File: config.mk
export PLATFORM = sky130hd
export DESIGN_NAME = matmul_sched_top
export DESIGN_NICKNAME = d
export VERILOG_FILES = /design/src/matmul_sched_pkg.sv /design/src/sched_cfg_regs.sv /design/src/x_tile_tracker.sv /design/src/w_tile_tracker.sv /design/src/z_drain_ctrl.sv /design/src/sched_fsm.sv /design/src/matmul_sched_top.sv
export SDC_FILE = /design/constraint.sdc
export NUM_CORES = 1
export LEC_CHECK = 0
export ABC_AREA = 1
export BUFFER_PORTS_ARGS = -buffer_cell sky130_fd_sc_hd__clkbuf_2
export CORE_ASPECT_RATIO = 1.75
export CORE_UTILIZATION = 51
export DETAILED_ROUTE_END_ITERATION = 6
export HOLD_SLACK_MARGIN = 0.08
export PLACE_DENSITY = 0.79
export SLEW_MARGIN = 20
export SYNTH_ARGS = -nofsm -noshare
export SYNTH_HDL_FRONTEND = slang
export SYNTH_SLANG_ARGS = --single-unit
File: constraint.sdc
create_clock -name clk_i -period 7.05 [get_ports clk_i]
set_clock_uncertainty 0.05 [all_clocks]
set_input_delay 1.41 -clock clk_i [delete_from_list [all_inputs] [get_ports clk_i]]
set_output_delay 1.41 -clock clk_i [all_outputs]
set_load 0.01 [all_outputs]
File: src/matmul_sched_pkg.sv
// Scheduler widths, data types, default geometry, register addresses and FSM states
package matmul_sched_pkg;

  typedef logic [15:0] iter_t;
  typedef logic [7:0]  tile_dim_t;
  typedef logic [1:0]  cfg_addr_t;
  typedef logic [31:0] cfg_data_t;

  // Register map
  localparam cfg_addr_t CfgXIters    = 2'd0;
  localparam cfg_addr_t CfgWIters    = 2'd1;
  localparam cfg_addr_t CfgLeftovers = 2'd2;
  localparam cfg_addr_t CfgOpSel     = 2'd3;

  // Default array geometry
  localparam int unsigned DefHeight   = 4;
  localparam int unsigned DefWidth    = 8;
  localparam int unsigned DefDepth    = 8;
  localparam int unsigned DefPipeRegs = 3;

  typedef enum logic [1:0] {
    IdleS,
    PreloadS,
    LoadWS,
    WaitS
  } sched_state_e;

endpackage

File: src/sched_cfg_regs.sv
// Configuration registers with iteration count, leftover and Y-enable fields
`timescale 1ns/1ps

module sched_cfg_regs
  import matmul_sched_pkg::*;
(
  input  logic      clk_i,
  input  logic      rst_ni,
  input  logic      clear_i,
  input  logic      start_i,
  input  logic      cfg_we_i,
  input  cfg_addr_t cfg_addr_i,
  input  cfg_data_t cfg_wdata_i,
  output iter_t     x_cols_iters_o,
  output iter_t     x_rows_iters_o,
  output iter_t     w_cols_iters_o,
  output iter_t     w_rows_iters_o,
  output tile_dim_t w_width_lo_o,
  output tile_dim_t w_height_lo_o,
  output tile_dim_t x_height_lo_o,
  output tile_dim_t x_width_lo_o,
  output logic      y_enable_o
);

  cfg_data_t x_iters_q, w_iters_q, leftovers_q;
  logic      y_enable_q;

  // Configuration survives a clear, but writes during a clear are dropped
  always_ff @(posedge clk_i or negedge rst_ni) begin
    if (!rst_ni) begin
      x_iters_q   <= '0;
      w_iters_q   <= '0;
      leftovers_q <= '0;
      y_enable_q  <= 1'b0;
    end else if (cfg_we_i && !clear_i) begin
      case (cfg_addr_i)
        CfgXIters:    x_iters_q   <= cfg_wdata_i;
        CfgWIters:    w_iters_q   <= cfg_wdata_i;
        CfgLeftovers: leftovers_q <= cfg_wdata_i;
        CfgOpSel:     y_enable_q  <= cfg_wdata_i[0];
      endcase
    end
  end

  assign x_cols_iters_o = x_iters_q[15:0];
  assign x_rows_iters_o = x_iters_q[31:16];
  assign w_cols_iters_o = w_iters_q[15:0];
  assign w_rows_iters_o = w_iters_q[31:16];
  assign w_width_lo_o   = leftovers_q[7:0];
  assign w_height_lo_o  = leftovers_q[15:8];
  assign x_height_lo_o  = leftovers_q[23:16];
  assign x_width_lo_o   = leftovers_q[31:24];
  assign y_enable_o     = y_enable_q;

  // Counters in all trackers wrap at count-1, so zero counts would never finish
  assert property (@(posedge clk_i) disable iff (!rst_ni)
    start_i |-> (x_cols_iters_o != '0) && (x_rows_iters_o != '0) &&
                (w_cols_iters_o != '0) && (w_rows_iters_o != '0));

endmodule

File: src/x_tile_tracker.sv
// X iteration counters, X reload and shift control, X tile sizes
`timescale 1ns/1ps

module x_tile_tracker
  import matmul_sched_pkg::*;
#(
  parameter int unsigned Height = DefHeight,
  parameter int unsigned Width  = DefWidth,
  parameter int unsigned Depth  = DefDepth
) (
  input  logic      clk_i,
  input  logic      rst_ni,
  input  logic      clear_i,
  input  logic      start_i,
  input  logic      x_empty_i,
  input  logic      x_full_i,
  input  logic      x_valid_i,
  input  logic      load_w_go_i,
  input  logic      preload_exit_i,
  input  iter_t     x_cols_iters_i,
  input  iter_t     x_rows_iters_i,
  input  iter_t     w_cols_iters_i,
  input  tile_dim_t x_height_lo_i,
  input  tile_dim_t x_width_lo_i,
  output logic      x_load_o,
  output logic      x_h_shift_o,
  output logic      x_d_shift_o,
  output logic      x_pad_setup_o,
  output logic      x_rst_w_index_o,
  output logic      x_shift_last_o,
  output tile_dim_t x_height_o,
  output tile_dim_t x_width_o
);

  localparam int unsigned ShiftW = (Height > 1) ? $clog2(Height) : 1;

  iter_t             x_cols_q, x_w_q, x_rows_q, x_rows_d;
  iter_t             x_cols_last, w_cols_last, x_rows_last;
  logic              x_w_en, x_rows_en, x_done_q, x_reload_q;
  logic [ShiftW-1:0] shift_cnt_q;

  assign x_cols_last = x_cols_iters_i - iter_t'(1);
  assign w_cols_last = w_cols_iters_i - iter_t'(1);
  assign x_rows_last = x_rows_iters_i - iter_t'(1);

  // Column -> weight pass -> row, stepped by each consumed X tile
  assign x_w_en    = x_empty_i && (x_cols_q == x_cols_last);
  assign x_rows_en = x_w_en && (x_w_q == w_cols_last);
  assign x_rows_d  = !x_rows_en ? x_rows_q : (x_rows_q == x_rows_last) ? '0 : x_rows_q + 1'b1;

  always_ff @(posedge clk_i or negedge rst_ni) begin
    if (!rst_ni) begin
      x_cols_q <= '0;
      x_w_q    <= '0;
      x_rows_q <= '0;
      x_done_q <= 1'b0;
    end else if (clear_i) begin
      x_cols_q <= '0;
      x_w_q    <= '0;
      x_rows_q <= '0;
      x_done_q <= 1'b0;
    end else if (!x_done_q) begin
      if (x_empty_i) begin
        x_cols_q <= x_w_en ? '0 : x_cols_q + 1'b1;
      end
      if (x_w_en) begin
        x_w_q <= x_rows_en ? '0 : x_w_q + 1'b1;
      end
      x_rows_q <= x_rows_d;
      x_done_q <= x_rows_en && (x_rows_q == x_rows_last);
    end
  end

  // Reload request is raised at start and on every drain, cleared once the buffer fills
  always_ff @(posedge clk_i or negedge rst_ni) begin
    if (!rst_ni) begin
      x_reload_q  <= 1'b0;
      shift_cnt_q <= '0;
    end else if (clear_i) begin
      x_reload_q  <= 1'b0;
      shift_cnt_q <= '0;
    end else begin
      if (x_full_i) begin
        x_reload_q <= 1'b0;
      end else if (start_i || x_empty_i) begin
        x_reload_q <= 1'b1;
      end
      if (load_w_go_i) begin
        shift_cnt_q <= x_shift_last_o ? '0 : shift_cnt_q + 1'b1;
      end
    end
  end

  assign x_shift_last_o  = shift_cnt_q == ShiftW'(Height - 1);
  assign x_h_shift_o     = load_w_go_i;
  assign x_d_shift_o     = load_w_go_i && x_shift_last_o;
  assign x_rst_w_index_o = load_w_go_i && x_shift_last_o && x_full_i;
  assign x_pad_setup_o   = preload_exit_i;
  assign x_load_o        = (x_empty_i || x_reload_q) && x_valid_i;

  // Next-row value covers a width leftover of one
  assign x_height_o = (x_cols_q == x_cols_last && x_height_lo_i != '0) ?
                      x_height_lo_i : tile_dim_t'(Depth);
  assign x_width_o  = (x_rows_d == x_rows_last && x_width_lo_i != '0) ?
                      x_width_lo_i : tile_dim_t'(Width);

  // Depth shifts are horizontal shifts and come at most once per Height shifts
  assert property (@(posedge clk_i) disable iff (!rst_ni || clear_i)
    x_d_shift_o |-> x_h_shift_o ##1 (!x_d_shift_o) [* Height - 1]);

endmodule

File: src/w_tile_tracker.sv
// W iteration counters, W done flag, W tile sizes and buffer load and shift strobes
`timescale 1ns/1ps

module w_tile_tracker
  import matmul_sched_pkg::*;
#(
  parameter int unsigned Height      = DefHeight,
  parameter int unsigned Depth       = DefDepth,
  parameter int unsigned NumPipeRegs = DefPipeRegs
) (
  input  logic      clk_i,
  input  logic      rst_ni,
  input  logic      clear_i,
  input  logic      load_w_go_i,
  input  logic      in_wait_i,
  input  logic      w_valid_i,
  input  logic      stall_i,
  input  iter_t     w_rows_iters_i,
  input  iter_t     w_cols_iters_i,
  input  tile_dim_t w_height_lo_i,
  input  tile_dim_t w_width_lo_i,
  input  iter_t     x_rows_iters_i,
  output logic      w_load_o,
  output logic      w_shift_o,
  output tile_dim_t w_height_o,
  output tile_dim_t w_width_o,
  output logic      w_done_o,
  output logic      w_col_wrap_o
);

  iter_t w_rows_q, w_cols_q, w_mat_q;
  iter_t w_rows_last, w_cols_last, x_rows_last;
  logic  w_rows_en, w_mat_en, w_done_q, rows_near_end;

  assign w_rows_last = w_rows_iters_i - iter_t'(1);
  assign w_cols_last = w_cols_iters_i - iter_t'(1);
  assign x_rows_last = x_rows_iters_i - iter_t'(1);

  assign w_rows_en    = load_w_go_i && w_valid_i;
  assign w_col_wrap_o = w_rows_en && (w_rows_q == w_rows_last);
  assign w_mat_en     = w_col_wrap_o && (w_cols_q == w_cols_last);

  always_ff @(posedge clk_i or negedge rst_ni) begin
    if (!rst_ni) begin
      w_rows_q <= '0;
      w_cols_q <= '0;
      w_mat_q  <= '0;
      w_done_q <= 1'b0;
    end else if (clear_i) begin
      w_rows_q <= '0;
      w_cols_q <= '0;
      w_mat_q  <= '0;
      w_done_q <= 1'b0;
    end else if (!w_done_q) begin
      if (w_rows_en) begin
        w_rows_q <= w_col_wrap_o ? '0 : w_rows_q + 1'b1;
      end
      if (w_col_wrap_o) begin
        w_cols_q <= w_mat_en ? '0 : w_cols_q + 1'b1;
      end
      if (w_mat_en) begin
        w_mat_q <= w_mat_q + 1'b1;
      end
      // One W matrix per X row block
      w_done_q <= w_mat_en && (w_mat_q == x_rows_last);
    end
  end

  // The height switches early so the rows still in the pipeline see it
  assign rows_near_end = (32'(w_rows_q) + NumPipeRegs + 1) >= 32'(w_rows_iters_i);

  assign w_height_o = (rows_near_end && w_height_lo_i != '0) ? w_height_lo_i : tile_dim_t'(Height);
  assign w_width_o  = (w_cols_q == w_cols_last && w_width_lo_i != '0) ?
                      w_width_lo_i : tile_dim_t'(Depth);

  assign w_done_o  = w_done_q;
  assign w_load_o  = load_w_go_i;
  assign w_shift_o = load_w_go_i || (in_wait_i && !stall_i);

endmodule

File: src/z_drain_ctrl.sv
// Z pipeline wait, Y push and Z fill windows, Y/Z iteration counters and Z tile sizes
`timescale 1ns/1ps

module z_drain_ctrl
  import matmul_sched_pkg::*;
#(
  parameter int unsigned Width       = DefWidth,
  parameter int unsigned Depth       = DefDepth,
  parameter int unsigned NumPipeRegs = DefPipeRegs
) (
  input  logic      clk_i,
  input  logic      rst_ni,
  input  logic      clear_i,
  input  logic      stall_i,
  input  logic      w_col_wrap_i,
  input  logic      start_comp_i,
  input  logic      z_empty_i,
  input  iter_t     w_rows_iters_i,
  input  iter_t     w_cols_iters_i,
  input  tile_dim_t w_height_lo_i,
  input  tile_dim_t w_width_lo_i,
  output logic      y_push_o,
  output logic      z_fill_o,
  output logic      z_first_load_o,
  output logic      z_wait_last_o,
  output tile_dim_t z_width_o,
  output tile_dim_t z_height_o
);

  localparam int unsigned WaitW = $clog2(NumPipeRegs + 1);

  logic [WaitW-1:0] wait_q;
  tile_dim_t        fill_q, push_q, y_width, y_height, z_width_q, z_height_q;
  iter_t            y_cols_q, y_rows_q, w_cols_last, w_rows_last;
  logic             wait_en_q, fill_en_q, push_en_q;
  logic             wait_clr, fill_clr, push_clr, push_set, y_cols_wrap;

  assign w_cols_last = w_cols_iters_i - iter_t'(1);
  assign w_rows_last = w_rows_iters_i - iter_t'(1);

  assign z_wait_last_o = wait_q == WaitW'(NumPipeRegs);
  assign wait_clr      = wait_en_q && !stall_i && z_wait_last_o;
  assign fill_clr      = fill_en_q && !stall_i && (fill_q == z_height_q - 1'b1);
  assign push_clr      = push_en_q && !stall_i && (push_q == y_height - 1'b1);
  // Y push leads the Z fill by one cycle
  assign push_set      = (wait_en_q && !stall_i && wait_q == WaitW'(NumPipeRegs - 1)) ||
                         start_comp_i;

  always_ff @(posedge clk_i or negedge rst_ni) begin
    if (!rst_ni) begin
      wait_en_q <= 1'b0;
      fill_en_q <= 1'b0;
      push_en_q <= 1'b0;
      wait_q    <= '0;
      fill_q    <= '0;
      push_q    <= '0;
    end else if (clear_i) begin
      wait_en_q <= 1'b0;
      fill_en_q <= 1'b0;
      push_en_q <= 1'b0;
      wait_q    <= '0;
      fill_q    <= '0;
      push_q    <= '0;
    end else begin
      wait_en_q <= !wait_clr && (wait_en_q || w_col_wrap_i);
      fill_en_q <= !fill_clr && (fill_en_q || wait_clr);
      push_en_q <= !push_clr && (push_en_q || push_set);
      if (wait_en_q && !stall_i) begin
        wait_q <= z_wait_last_o ? '0 : wait_q + 1'b1;
      end
      if (fill_en_q && !stall_i) begin
        fill_q <= fill_clr ? '0 : fill_q + 1'b1;
      end
      if (push_en_q && !stall_i) begin
        push_q <= push_clr ? '0 : push_q + 1'b1;
      end
    end
  end

  assign y_cols_wrap = y_cols_q == w_cols_last;

  always_ff @(posedge clk_i or negedge rst_ni) begin
    if (!rst_ni) begin
      y_cols_q   <= '0;
      y_rows_q   <= '0;
      z_width_q  <= '0;
      z_height_q <= '0;
    end else if (clear_i) begin
      y_cols_q   <= '0;
      y_rows_q   <= '0;
      z_width_q  <= '0;
      z_height_q <= '0;
    end else begin
      if (z_empty_i) begin
        y_cols_q <= y_cols_wrap ? '0 : y_cols_q + 1'b1;
      end
      if (z_empty_i && y_cols_wrap) begin
        y_rows_q <= (y_rows_q == w_rows_last) ? '0 : y_rows_q + 1'b1;
      end
      // Sizes of the tile now being drained
      if (z_empty_i || start_comp_i) begin
        z_width_q  <= y_width;
        z_height_q <= y_height;
      end
    end
  end

  assign y_width  = (y_rows_q == w_rows_last && w_height_lo_i != '0) ?
                    w_height_lo_i : tile_dim_t'(Width);
  assign y_height = (y_cols_wrap && w_width_lo_i != '0) ? w_width_lo_i : tile_dim_t'(Depth);

  assign y_push_o       = push_en_q && !stall_i;
  assign z_fill_o       = fill_en_q && !stall_i;
  assign z_first_load_o = (y_cols_q == '0) && (y_rows_q == '0);
  assign z_width_o      = z_width_q;
  assign z_height_o     = z_height_q;

endmodule

File: src/sched_fsm.sv
// Scheduler FSM with stall checks, wait counter, status flags and engine enables
`timescale 1ns/1ps

module sched_fsm
  import matmul_sched_pkg::*;
#(
  parameter int unsigned Width       = DefWidth,
  parameter int unsigned NumPipeRegs = DefPipeRegs
) (
  input  logic             clk_i,
  input  logic             rst_ni,
  input  logic             clear_i,
  input  logic             start_i,
  input  logic             x_full_i,
  input  logic             x_empty_i,
  input  logic             y_loaded_i,
  input  logic             w_valid_i,
  input  logic             y_enable_i,
  input  logic             w_done_i,
  input  logic             x_shift_last_i,
  input  logic             x_rst_w_index_i,
  input  logic             z_wait_last_i,
  input  logic             y_push_i,
  input  tile_dim_t        z_width_i,
  output logic             load_w_go_o,
  output logic             in_wait_o,
  output logic             preload_exit_o,
  output logic             start_comp_o,
  output logic             stall_o,
  output logic             reg_enable_o,
  output logic             accumulate_o,
  output logic [Width-1:0] row_gate_o
);

  localparam int unsigned WaitW = $clog2(NumPipeRegs + 1);

  sched_state_e     state_q, state_d;
  logic [WaitW-1:0] wait_q;
  logic             wait_last;
  logic             first_load_q, computing_q, x_refill_q, pushing_y_q;

  assign wait_last = wait_q == WaitW'(NumPipeRegs);

  // Hold load-W until the next W row, the X refill and the Y rows are ready
  assign stall_o = (state_q == LoadWS) && (
                     (!w_valid_i && !w_done_i) ||
                     (!x_full_i && x_refill_q && x_shift_last_i) ||
                     (!y_loaded_i && z_wait_last_i && !w_done_i));

  always_comb begin
    state_d = state_q;
    case (state_q)
      IdleS: begin
        if (start_i) begin
          state_d = PreloadS;
        end
      end
      PreloadS: begin
        if (x_full_i && (y_loaded_i || !y_enable_i)) begin
          state_d = LoadWS;
        end
      end
      LoadWS: begin
        if (!stall_o) begin
          state_d = WaitS;
        end
      end
      WaitS: begin
        if (wait_last) begin
          state_d = LoadWS;
        end
      end
      default: state_d = IdleS;
    endcase
  end

  always_ff @(posedge clk_i or negedge rst_ni) begin
    if (!rst_ni) begin
      state_q      <= IdleS;
      wait_q       <= '0;
      first_load_q <= 1'b1;
      computing_q  <= 1'b0;
      x_refill_q   <= 1'b0;
      pushing_y_q  <= 1'b0;
    end else if (clear_i) begin
      state_q      <= IdleS;
      wait_q       <= '0;
      first_load_q <= 1'b1;
      computing_q  <= 1'b0;
      x_refill_q   <= 1'b0;
      pushing_y_q  <= 1'b0;
    end else begin
      state_q     <= state_d;
      pushing_y_q <= y_push_i;
      // Runs through load-W and wait, NumPipeRegs+1 steps per W row
      if (!stall_o && (state_q == LoadWS || state_q == WaitS)) begin
        wait_q <= wait_last ? '0 : wait_q + 1'b1;
      end
      if (load_w_go_o) begin
        first_load_q <= 1'b0;
      end
      if (preload_exit_o) begin
        computing_q <= 1'b1;
      end
      if (x_rst_w_index_i) begin
        x_refill_q <= 1'b0;
      end else if (x_empty_i) begin
        x_refill_q <= 1'b1;
      end
    end
  end

  assign load_w_go_o    = (state_q == LoadWS) && !stall_o;
  assign in_wait_o      = state_q == WaitS;
  assign preload_exit_o = (state_q == PreloadS) && (state_d == LoadWS);
  assign start_comp_o   = first_load_q && (state_d == LoadWS) && !stall_o;
  assign reg_enable_o   = computing_q && !stall_o;
  assign accumulate_o   = !pushing_y_q;

  // Only the rows of the current Z tile are clocked
  always_comb begin
    for (int i = 0; i < Width; i++) begin
      row_gate_o[i] = reg_enable_o && (tile_dim_t'(i) < z_width_i);
    end
  end

  // A stall only holds at the start of a W row, with the wait counter at zero
  assert property (@(posedge clk_i) disable iff (!rst_ni)
    stall_o |-> (wait_q == '0));

endmodule

File: src/matmul_sched_top.sv
// Tile scheduler top with the config registers, X/W trackers, Z drain and FSM
`timescale 1ns/1ps

module matmul_sched_top
  import matmul_sched_pkg::*;
#(
  parameter int unsigned Height      = DefHeight,
  parameter int unsigned Width       = DefWidth,
  parameter int unsigned Depth       = DefDepth,
  parameter int unsigned NumPipeRegs = DefPipeRegs
) (
  input  logic             clk_i,
  input  logic             rst_ni,
  input  logic             clear_i,
  input  logic             start_i,
  input  logic             cfg_we_i,
  input  cfg_addr_t        cfg_addr_i,
  input  cfg_data_t        cfg_wdata_i,
  input  logic             x_empty_i,
  input  logic             x_full_i,
  input  logic             x_valid_i,
  input  logic             w_valid_i,
  input  logic             y_loaded_i,
  input  logic             z_empty_i,
  output logic             x_load_o,
  output logic             x_h_shift_o,
  output logic             x_d_shift_o,
  output logic             x_pad_setup_o,
  output logic             x_rst_w_index_o,
  output tile_dim_t        x_height_o,
  output tile_dim_t        x_width_o,
  output logic             w_load_o,
  output logic             w_shift_o,
  output tile_dim_t        w_height_o,
  output tile_dim_t        w_width_o,
  output logic             y_push_o,
  output logic             z_fill_o,
  output logic             z_first_load_o,
  output tile_dim_t        z_width_o,
  output tile_dim_t        z_height_o,
  output logic             reg_enable_o,
  output logic             accumulate_o,
  output logic [Width-1:0] row_gate_o
);

  iter_t     x_cols_iters, x_rows_iters, w_cols_iters, w_rows_iters;
  tile_dim_t w_width_lo, w_height_lo, x_height_lo, x_width_lo;
  logic      y_enable, load_w_go, in_wait, preload_exit, start_comp, stall;
  logic      x_shift_last, w_done, w_col_wrap, z_wait_last;

  sched_cfg_regs u_cfg (
    .clk_i, .rst_ni, .clear_i, .start_i, .cfg_we_i, .cfg_addr_i, .cfg_wdata_i,
    .x_cols_iters_o (x_cols_iters), .x_rows_iters_o (x_rows_iters),
    .w_cols_iters_o (w_cols_iters), .w_rows_iters_o (w_rows_iters),
    .w_width_lo_o   (w_width_lo),   .w_height_lo_o  (w_height_lo),
    .x_height_lo_o  (x_height_lo),  .x_width_lo_o   (x_width_lo),
    .y_enable_o     (y_enable)
  );

  x_tile_tracker #(.Height(Height), .Width(Width), .Depth(Depth)) u_x (
    .clk_i, .rst_ni, .clear_i, .start_i, .x_empty_i, .x_full_i, .x_valid_i,
    .load_w_go_i    (load_w_go),    .preload_exit_i (preload_exit),
    .x_cols_iters_i (x_cols_iters), .x_rows_iters_i (x_rows_iters),
    .w_cols_iters_i (w_cols_iters), .x_height_lo_i  (x_height_lo),
    .x_width_lo_i   (x_width_lo),
    .x_load_o, .x_h_shift_o, .x_d_shift_o, .x_pad_setup_o, .x_rst_w_index_o,
    .x_shift_last_o (x_shift_last), .x_height_o, .x_width_o
  );

  w_tile_tracker #(.Height(Height), .Depth(Depth), .NumPipeRegs(NumPipeRegs)) u_w (
    .clk_i, .rst_ni, .clear_i, .w_valid_i,
    .load_w_go_i    (load_w_go),    .in_wait_i      (in_wait),      .stall_i (stall),
    .w_rows_iters_i (w_rows_iters), .w_cols_iters_i (w_cols_iters),
    .w_height_lo_i  (w_height_lo),  .w_width_lo_i   (w_width_lo),
    .x_rows_iters_i (x_rows_iters),
    .w_load_o, .w_shift_o, .w_height_o, .w_width_o,
    .w_done_o       (w_done),       .w_col_wrap_o   (w_col_wrap)
  );

  z_drain_ctrl #(.Width(Width), .Depth(Depth), .NumPipeRegs(NumPipeRegs)) u_z (
    .clk_i, .rst_ni, .clear_i, .z_empty_i,
    .stall_i        (stall),        .w_col_wrap_i   (w_col_wrap),
    .start_comp_i   (start_comp),
    .w_rows_iters_i (w_rows_iters), .w_cols_iters_i (w_cols_iters),
    .w_height_lo_i  (w_height_lo),  .w_width_lo_i   (w_width_lo),
    .y_push_o, .z_fill_o, .z_first_load_o,
    .z_wait_last_o  (z_wait_last),  .z_width_o, .z_height_o
  );

  sched_fsm #(.Width(Width), .NumPipeRegs(NumPipeRegs)) u_fsm (
    .clk_i, .rst_ni, .clear_i, .start_i, .x_full_i, .x_empty_i, .y_loaded_i, .w_valid_i,
    .y_enable_i      (y_enable),        .w_done_i       (w_done),
    .x_shift_last_i  (x_shift_last),    .x_rst_w_index_i (x_rst_w_index_o),
    .z_wait_last_i   (z_wait_last),     .y_push_i       (y_push_o),
    .z_width_i       (z_width_o),
    .load_w_go_o     (load_w_go),       .in_wait_o      (in_wait),
    .preload_exit_o  (preload_exit),    .start_comp_o   (start_comp),
    .stall_o         (stall),
    .reg_enable_o, .accumulate_o, .row_gate_o
  );

endmodule

### Word level (Yosys, flattened, before mapping)

Cells that the tools add are included.

| operators by class | value |
|---|---|
| add/subtract/negate cells | 21 |
| order comparisons | 9 |
| equality and inequality tests | 24 |
| muxes and demuxes | 78 |
| reduce and logical (&&, ||, !) cells | 107 |

Operators by type and width:

| kind | number |
|---|---|
| $mux 16 | 29 |
| $eq 16x16->1 | 9 |
| $add 16x1->16 const B | 8 |
| $mux 8 | 16 |
| $sub 16x1->16 const B | 4 |
| $logic_and 1x1->1 | 51 |
| $add 32x1->32 const B | 1 |
| $ge 32x16->1 | 1 |
| $logic_not 16->1 | 2 |
| $lt 3x8->1 const A | 4 |
| $reduce_bool 8->1 | 4 |
| $mux 2 | 14 |
| $reduce_bool 2->1 | 14 |
| $eq 2x2->1 const B | 9 |
| $mux 1 | 18 |
| $reduce_and 2->1 | 9 |
| $add 16x2->17 const B | 1 |
| $add 8x1->8 const B | 2 |
| $eq 8x8->1 | 2 |
| $lt 1x8->1 const A | 2 |
| $lt 2x8->1 const A | 2 |
| $sub 8x1->8 const B | 2 |
| $logic_or 1x1->1 | 12 |
| $logic_not 1->1 | 11 |
| other kinds (6) | 12 |

| storage, ports and cells | value |
|---|---|
| bits in registers | 275 |
| output and inout bits | 68 |
| word-level logic and storage cells | 269 |

### Longest topological paths before layout

| depth | value |
|---|---|
| word-level depth | 15 |
| gate-level depth with buffers | 28 |
| mapped depth without buffers | 27 |

### Cells and area by module

A second synthesis with hierarchy kept.

| second synthesis, totals | value |
|---|---|
| cell total of the unflattened synthesis | 3150 |
| area total of the unflattened synthesis | 21284.2 um^2 |

Modules (own cells, without submodules):

| module | times used | cells an instance | area each (um^2) | sequential area each (um^2) |
|---|---|---|---|---|
| w_tile_tracker | 1 | 950 | 5808.1 | 1226.2 |
| x_tile_tracker | 1 | 932 | 5685.5 | 1301.2 |
| z_drain_ctrl | 1 | 749 | 5248.8 | 1726.7 |
| sched_cfg_regs | 1 | 430 | 3945.0 | 2427.3 |
| sched_fsm | 1 | 89 | 596.8 | 201.4 |

### Worst setup path after synthesis

Ideal clock, no wire load.

| timing | value |
|---|---|
| path type | register to output |
| start point | register u_w.w_rows_q[0] |
| end point | output port w_height_o[0] |
| data arrival time | 3058 ps |
| data required time | 5590 ps |
| setup slack | 2532 ps |
| stages on the path, launching flop included | 18 |
| buffers on the path | 0 |
| cells stage by stage | dfrtp_1 -> inv_1 -> ha_1 -> nor2_1 -> nand2_1 -> xor2_1 -> nor3_1 -> nand2_1 -> nor3_1 -> nand3_1 -> xor2_1 -> ha_1 -> nand2_1 -> nor2_1 -> a211oi_1 -> o2111ai_1 -> nand2_1 -> nor2_1 |

| on the way | value |
|---|---|
| word-level cells in the longest chain between the ends | 5 |

RTL lines:

| item | line | text |
|---|---|---|
| from (decl) | w_tile_tracker.sv:31 | `iter_t w_rows_q, w_cols_q, w_mat_q;` |
| from (signal assigned) | w_tile_tracker.sv:56 | `w_rows_q <= w_col_wrap_o ? '0 : w_rows_q + 1'b1;` |
| $add 16x2->17 | w_tile_tracker.sv:70 | `assign rows_near_end = (32'(w_rows_q) + NumPipeRegs + 1) >= 32'(w_rows_iters_i);` |
| $add 32x1->32 | w_tile_tracker.sv:70 |  |
| $ge 32x16->1 | w_tile_tracker.sv:70 |  |
| $logic_and 1x1->1 | w_tile_tracker.sv:72 | `assign w_height_o = (rows_near_end && w_height_lo_i != '0) ? w_height_lo_i : tile_dim_t'(Height);` |
| $mux 8 | w_tile_tracker.sv:72 |  |
| to (decl) | matmul_sched_top.sv:34 | `output tile_dim_t w_height_o,` |

Every way passes these cells.

### Final worst setup path

| timing | value |
|---|---|
| start point | register u_cfg.w_iters_q[0] |
| end point | output port x_width_o[4] |

| on the way | value |
|---|---|
| word-level cells in the longest chain between the ends | 7 |

RTL lines:

| item | line | text |
|---|---|---|
| from (decl) | sched_cfg_regs.sv:25 | `cfg_data_t x_iters_q, w_iters_q, leftovers_q;` |
| from (signal assigned) | sched_cfg_regs.sv:38 | `CfgWIters: w_iters_q <= cfg_wdata_i;` |
| $sub 16x1->16 | x_tile_tracker.sv:43 | `assign w_cols_last = w_cols_iters_i - iter_t'(1);` |
| $eq 16x16->1 | x_tile_tracker.sv:48 | `assign x_rows_en = x_w_en && (x_w_q == w_cols_last);` |
| $logic_and 1x1->1 | x_tile_tracker.sv:48 |  |
| $mux 16 | x_tile_tracker.sv:49 | `assign x_rows_d = !x_rows_en ? x_rows_q : (x_rows_q == x_rows_last) ? '0 : x_rows_q + 1'b1;` |
| $eq 16x16->1 | x_tile_tracker.sv:104 | `assign x_width_o = (x_rows_d == x_rows_last && x_width_lo_i != '0) ?` |
| $logic_and 1x1->1 | x_tile_tracker.sv:104 |  |
| $mux 8 | x_tile_tracker.sv:104 |  |
| to (decl) | matmul_sched_top.sv:31 | `output tile_dim_t x_width_o,` |

Every way passes these cells.

==> flow_summary.json <==
{
  "maxSlewHeadroom_pct": 29.3,
  "grt_usage_pct": 34.5,
  "synth_seq_cells": 275,
  "r2r_cells": 24,
  "criticalPathCategory": "register to output pin",
  "synth_fp_nets": 3011,
  "cp_slowest_cell": "nor2_4",
  "cts_setup_buffers": 0,
  "yosys_warnings": 0,
  "grt_max_degree": 172,
  "synth_simple_gate_area_share_pct": 36.1,
  "yosysTopAreaCellShare_pct": 34.7,
  "crit_path_max_fanout": 23,
  "postCtsHoldBufs": 0,
  "netlist_instances": 2927,
  "numPortBuffers": 112,
  "yosys.cell_types.count": 56,
  "fmax_ghz": 0.161,
  "antenna_found_initial": 1,
  "cts.sinks": 275,
  "crit_cells": 20,
  "synthTopCellsByArea": "dfrtp_1 35%, nand2_1 15%, inv_1 7.4%",
  "clk_pin_slew_ns": 0.07,
  "diodes": 0,
  "die_x_um": 151,
  "first_pass_iters": 7,
  "dp_hpwl_mm": 53.4,
  "timing.final.hold_violations": 0,
  "grt_pass1_vias": 20000,
  "async_reset_ff_share_pct": 100,
  "antenna_left": 0,
  "met1_usage_pct": 34.3,
  "crit_path_start_kind": "register",
  "start_util_pct": 51.7,
  "holdCritPathClass": "register to register",
  "leakage_nw": 10.5,
  "num_vias": 20200,
  "cts_max_level": 1,
  "slowest_delay_ns": 0.57,
  "synth_edf_count": 0,
  "fill_cells": 3735,
  "die-area_sq_um": 39600,
  "p_per_area_nw_per_um2": 227,
  "die_y_um": 262,
  "synth_xor_area_share_pct": 8.01,
  "grt_use_met3_pct": 4.38,
  "violations": "DRC",
  "synth.area.mux_share_pct": 0.0506,
  "grt_setup_unrepaired": "false",
  "drt-initial-drc-count": 1381,
  "drcViolationCount": 2,
  "grt_pass1_wl_mm": 105,
  "synthAdderAreaFrac_pct": 2.47,
  "busiest_layer": "met2",
  "syn_area_sq_um": 19800,
  "setup_violations": 0,
  "drv_cap": 0,
  "clock_path_buffers": 3,
  "synthFlopType": "dfrtp_1",
  "drt-total-wl_mm": 67.9,
  "gp_congestion": 1.06,
  "synth_commonest_cells": "809 x nand2_1, 392 x inv_1, 319 x nor2_1",
  "ys_seq_area_share_pct": 34.8,
  "core_area_sq_um": 38300,
  "path_delay_family": "simple AND/OR/NAND/NOR gates",
  "synth_top_family_by_area": "simple AND/OR/NAND/NOR gates",
  "row_count": 95,
  "ctsResizeCount": 0,
  "place_area_sq_um": 20800,
  "final_max_slew_viol_count": 0,
  "end_kind": "output pin",
  "layout.nets": 3106,
  "synth_compound_area_share_pct": 9.64,
  "worst_pin_slew_ns": 1.06,
  "cpMostUsedCell": "nand2_1",
  "tns_ns": 0,
  "required_ns": 5.59,
  "tritoncts": "done",
  "grtUsageMet2_pct": 61.4,
  "clk-insertion-delay-late_ns": 0.60,
  "viasPerCell": 5.73,
  "cp.arrival_ns": 4.76,
  "outcome": "complete, but fails checks",
  "numCtsBuffers": 27,
  "yosysMostFrequentCell": "nand2_1",
  "ir_worst_vdd_mv": 0.169,
  "min_period_over_period_pct": 88.3,
  "pin_count": 113,
  "min_path_cells": 2,
  "yosysTopAreaCell": "dfrtp_1",
  "path_buf_inv": 2,
  "crit_chain": "inv_2, ha_1, nand3_1, nand2_1, nand2_1, nand2_1, and2_1, nand2_1, nor3_2, nand3_2, nor2_4, nand2_1, nand3_1, nand2_1, nor2_1, nand3_1, nor2_2, nand3_4, nor2_2, clkbuf_2",
  "ctsRootBufferMaster": "clkbuf_16",
  "drive_gt1_share_pct": 7.89,
  "syn2layout_area_growth_pct": 10.2,
  "post_drt_wl_per_cell_um": 19.2,
  "gr-total-overflow": 0,
  "finalCriticalPeriod_ns": 6.22,
  "postSynthAreaPerCell_sq_um": 6.76,
  "final_cell_area_sq_um": 21800
}
==> worst paths after layout <==
kind,slack (ns),startpoint,to
setup / recovery,0.83,u_cfg.w_iters_q[0],x_width_o[4]
hold / removal,0.44,u_fsm.first_load_q,u_fsm.first_load_q
setup reg to reg,2.19,u_cfg.w_iters_q[0],u_z.push_q[0]
hold reg to reg,0.44,u_fsm.first_load_q,u_fsm.first_load_q
max in group asynchronous,4.65,rst_ni,u_z.y_cols_q[13]
min in group asynchronous,0.78,rst_ni,u_z.z_width_o[4]
==> power breakdown <==
part / internal, mW / switching [mW]
clock network: 0.922 / 0.700
logic: 0.434 / 0.993
registers: 1.71 / 0.182
==> state kept, by name, summed over array words and instances (netlist names), 8 cells and up <==
signal	count
u_z.y_cols_q	16
u_w.w_mat_q	16
u_cfg.x_iters_q	32
u_z.fill_q	8
u_x.x_cols_q	16
u_z.z_width_o	8
u_cfg.leftovers_q	32
u_z.y_rows_q	16
u_w.w_cols_q	16
u_z.z_height_o	8
u_x.x_w_q	16
u_x.x_rows_q	16
u_z.push_q	8
u_cfg.w_iters_q	32
u_w.w_rows_q	16
==> routing by layer <==
metal | vias to the layer above | share of wire (%)
li1 | 9686 | -
met1 | 9444 | 35
met2 | 765 | 51
met3 | 307 | 4.6
met4 | 2 | 10
met5 | - | 0.019
==> worst register-to-register path: stages, from the launching register on <==
cell and delay, ns:
dfrtp_1 0.45, inv_2 0.17, ha_1 0.42, nand2_4 0.15, nor2_8 0.17, nand2_1 0.06, nand2_1 0.27, nand2_1 0.09
nand2_1 0.11, nand4_1 0.08, nor2_1 0.50, nand4_1 0.40, inv_1 0.25, nand2_1 0.11, ha_1 0.30, inv_1 0.08
nand4_1 0.17, nand2_1 0.15, nand2_1 0.06, nand2_1 0.06, nand4_1 0.09, nor2_1 0.09, nand2_1 0.15, nand2_1 0.22
a21oi_1 0.11
==> metrics by stage <==
| stage | worst slack (ns) | hold slack (ns) | util (%) | std cells | total power, mW |
|---|---|---|---|---|---|
| after floorplan | 2.53 | 0.394 | - | 2927 | 2.84 |
| after global placement | 1.59 | 0.401 | 54.3 | 3477 | 3.28 |
| after detailed placement | 1.57 | 0.412 | 54.3 | 3477 | 3.31 |
| after CTS | 0.937 | 0.435 | 56.9 | 3527 | 4.93 |
| after global routing | 0.465 | 0.448 | 56.9 | 3528 | 5.19 |
| final | 0.827 | 0.438 | 56.9 | 3528 | 4.94 |
==> layout by cell type, fill, tap and decap left out, types with 7 or more instances in the layout <==
cell,netlist,layout
a21oi_1,41,41
buf_4,2,8
clkbuf_16,0,27
clkbuf_2,0,111
dfrtp_1,274,274
ha_1,39,39
inv_1,392,392
inv_2,7,7
nand2_1,809,808
nand2_2,7,8
nand3_1,250,249
nand3b_1,16,16
nand4_1,76,76
nor2_1,319,319
nor2_2,20,20
nor2_4,7,7
nor3_1,73,72
nor4_1,30,30
o21ai_0,190,190
o22ai_1,53,53
o41ai_1,13,13
or2_2,9,9
xnor2_1,25,25
xor2_1,154,154
==> cell families (layout without fill, tap and decap cells) <==
family	count (synthesis)	count (layout)
and+or+nand+nor	1638	1638
buffers and inverters	458	574
AOI/OAI and AO/OA	336	336
DFF	275	275
xor gates and xnor gates	180	180
adders and majority gates	39	39
muxes	1	1
==> cell type report <==
class,instances,area [sq um],area share [%]
clock buffer,35,766,3.52
sequential,275,6880,31.6
inverter,403,1510,6.94
multi-input combinational,2194,11200,51.2
timing repair buffer,121,651,2.99
clock inverter,15,209,0.959
tap,485,607,2.79
Power figures use the tool's default switching activity.
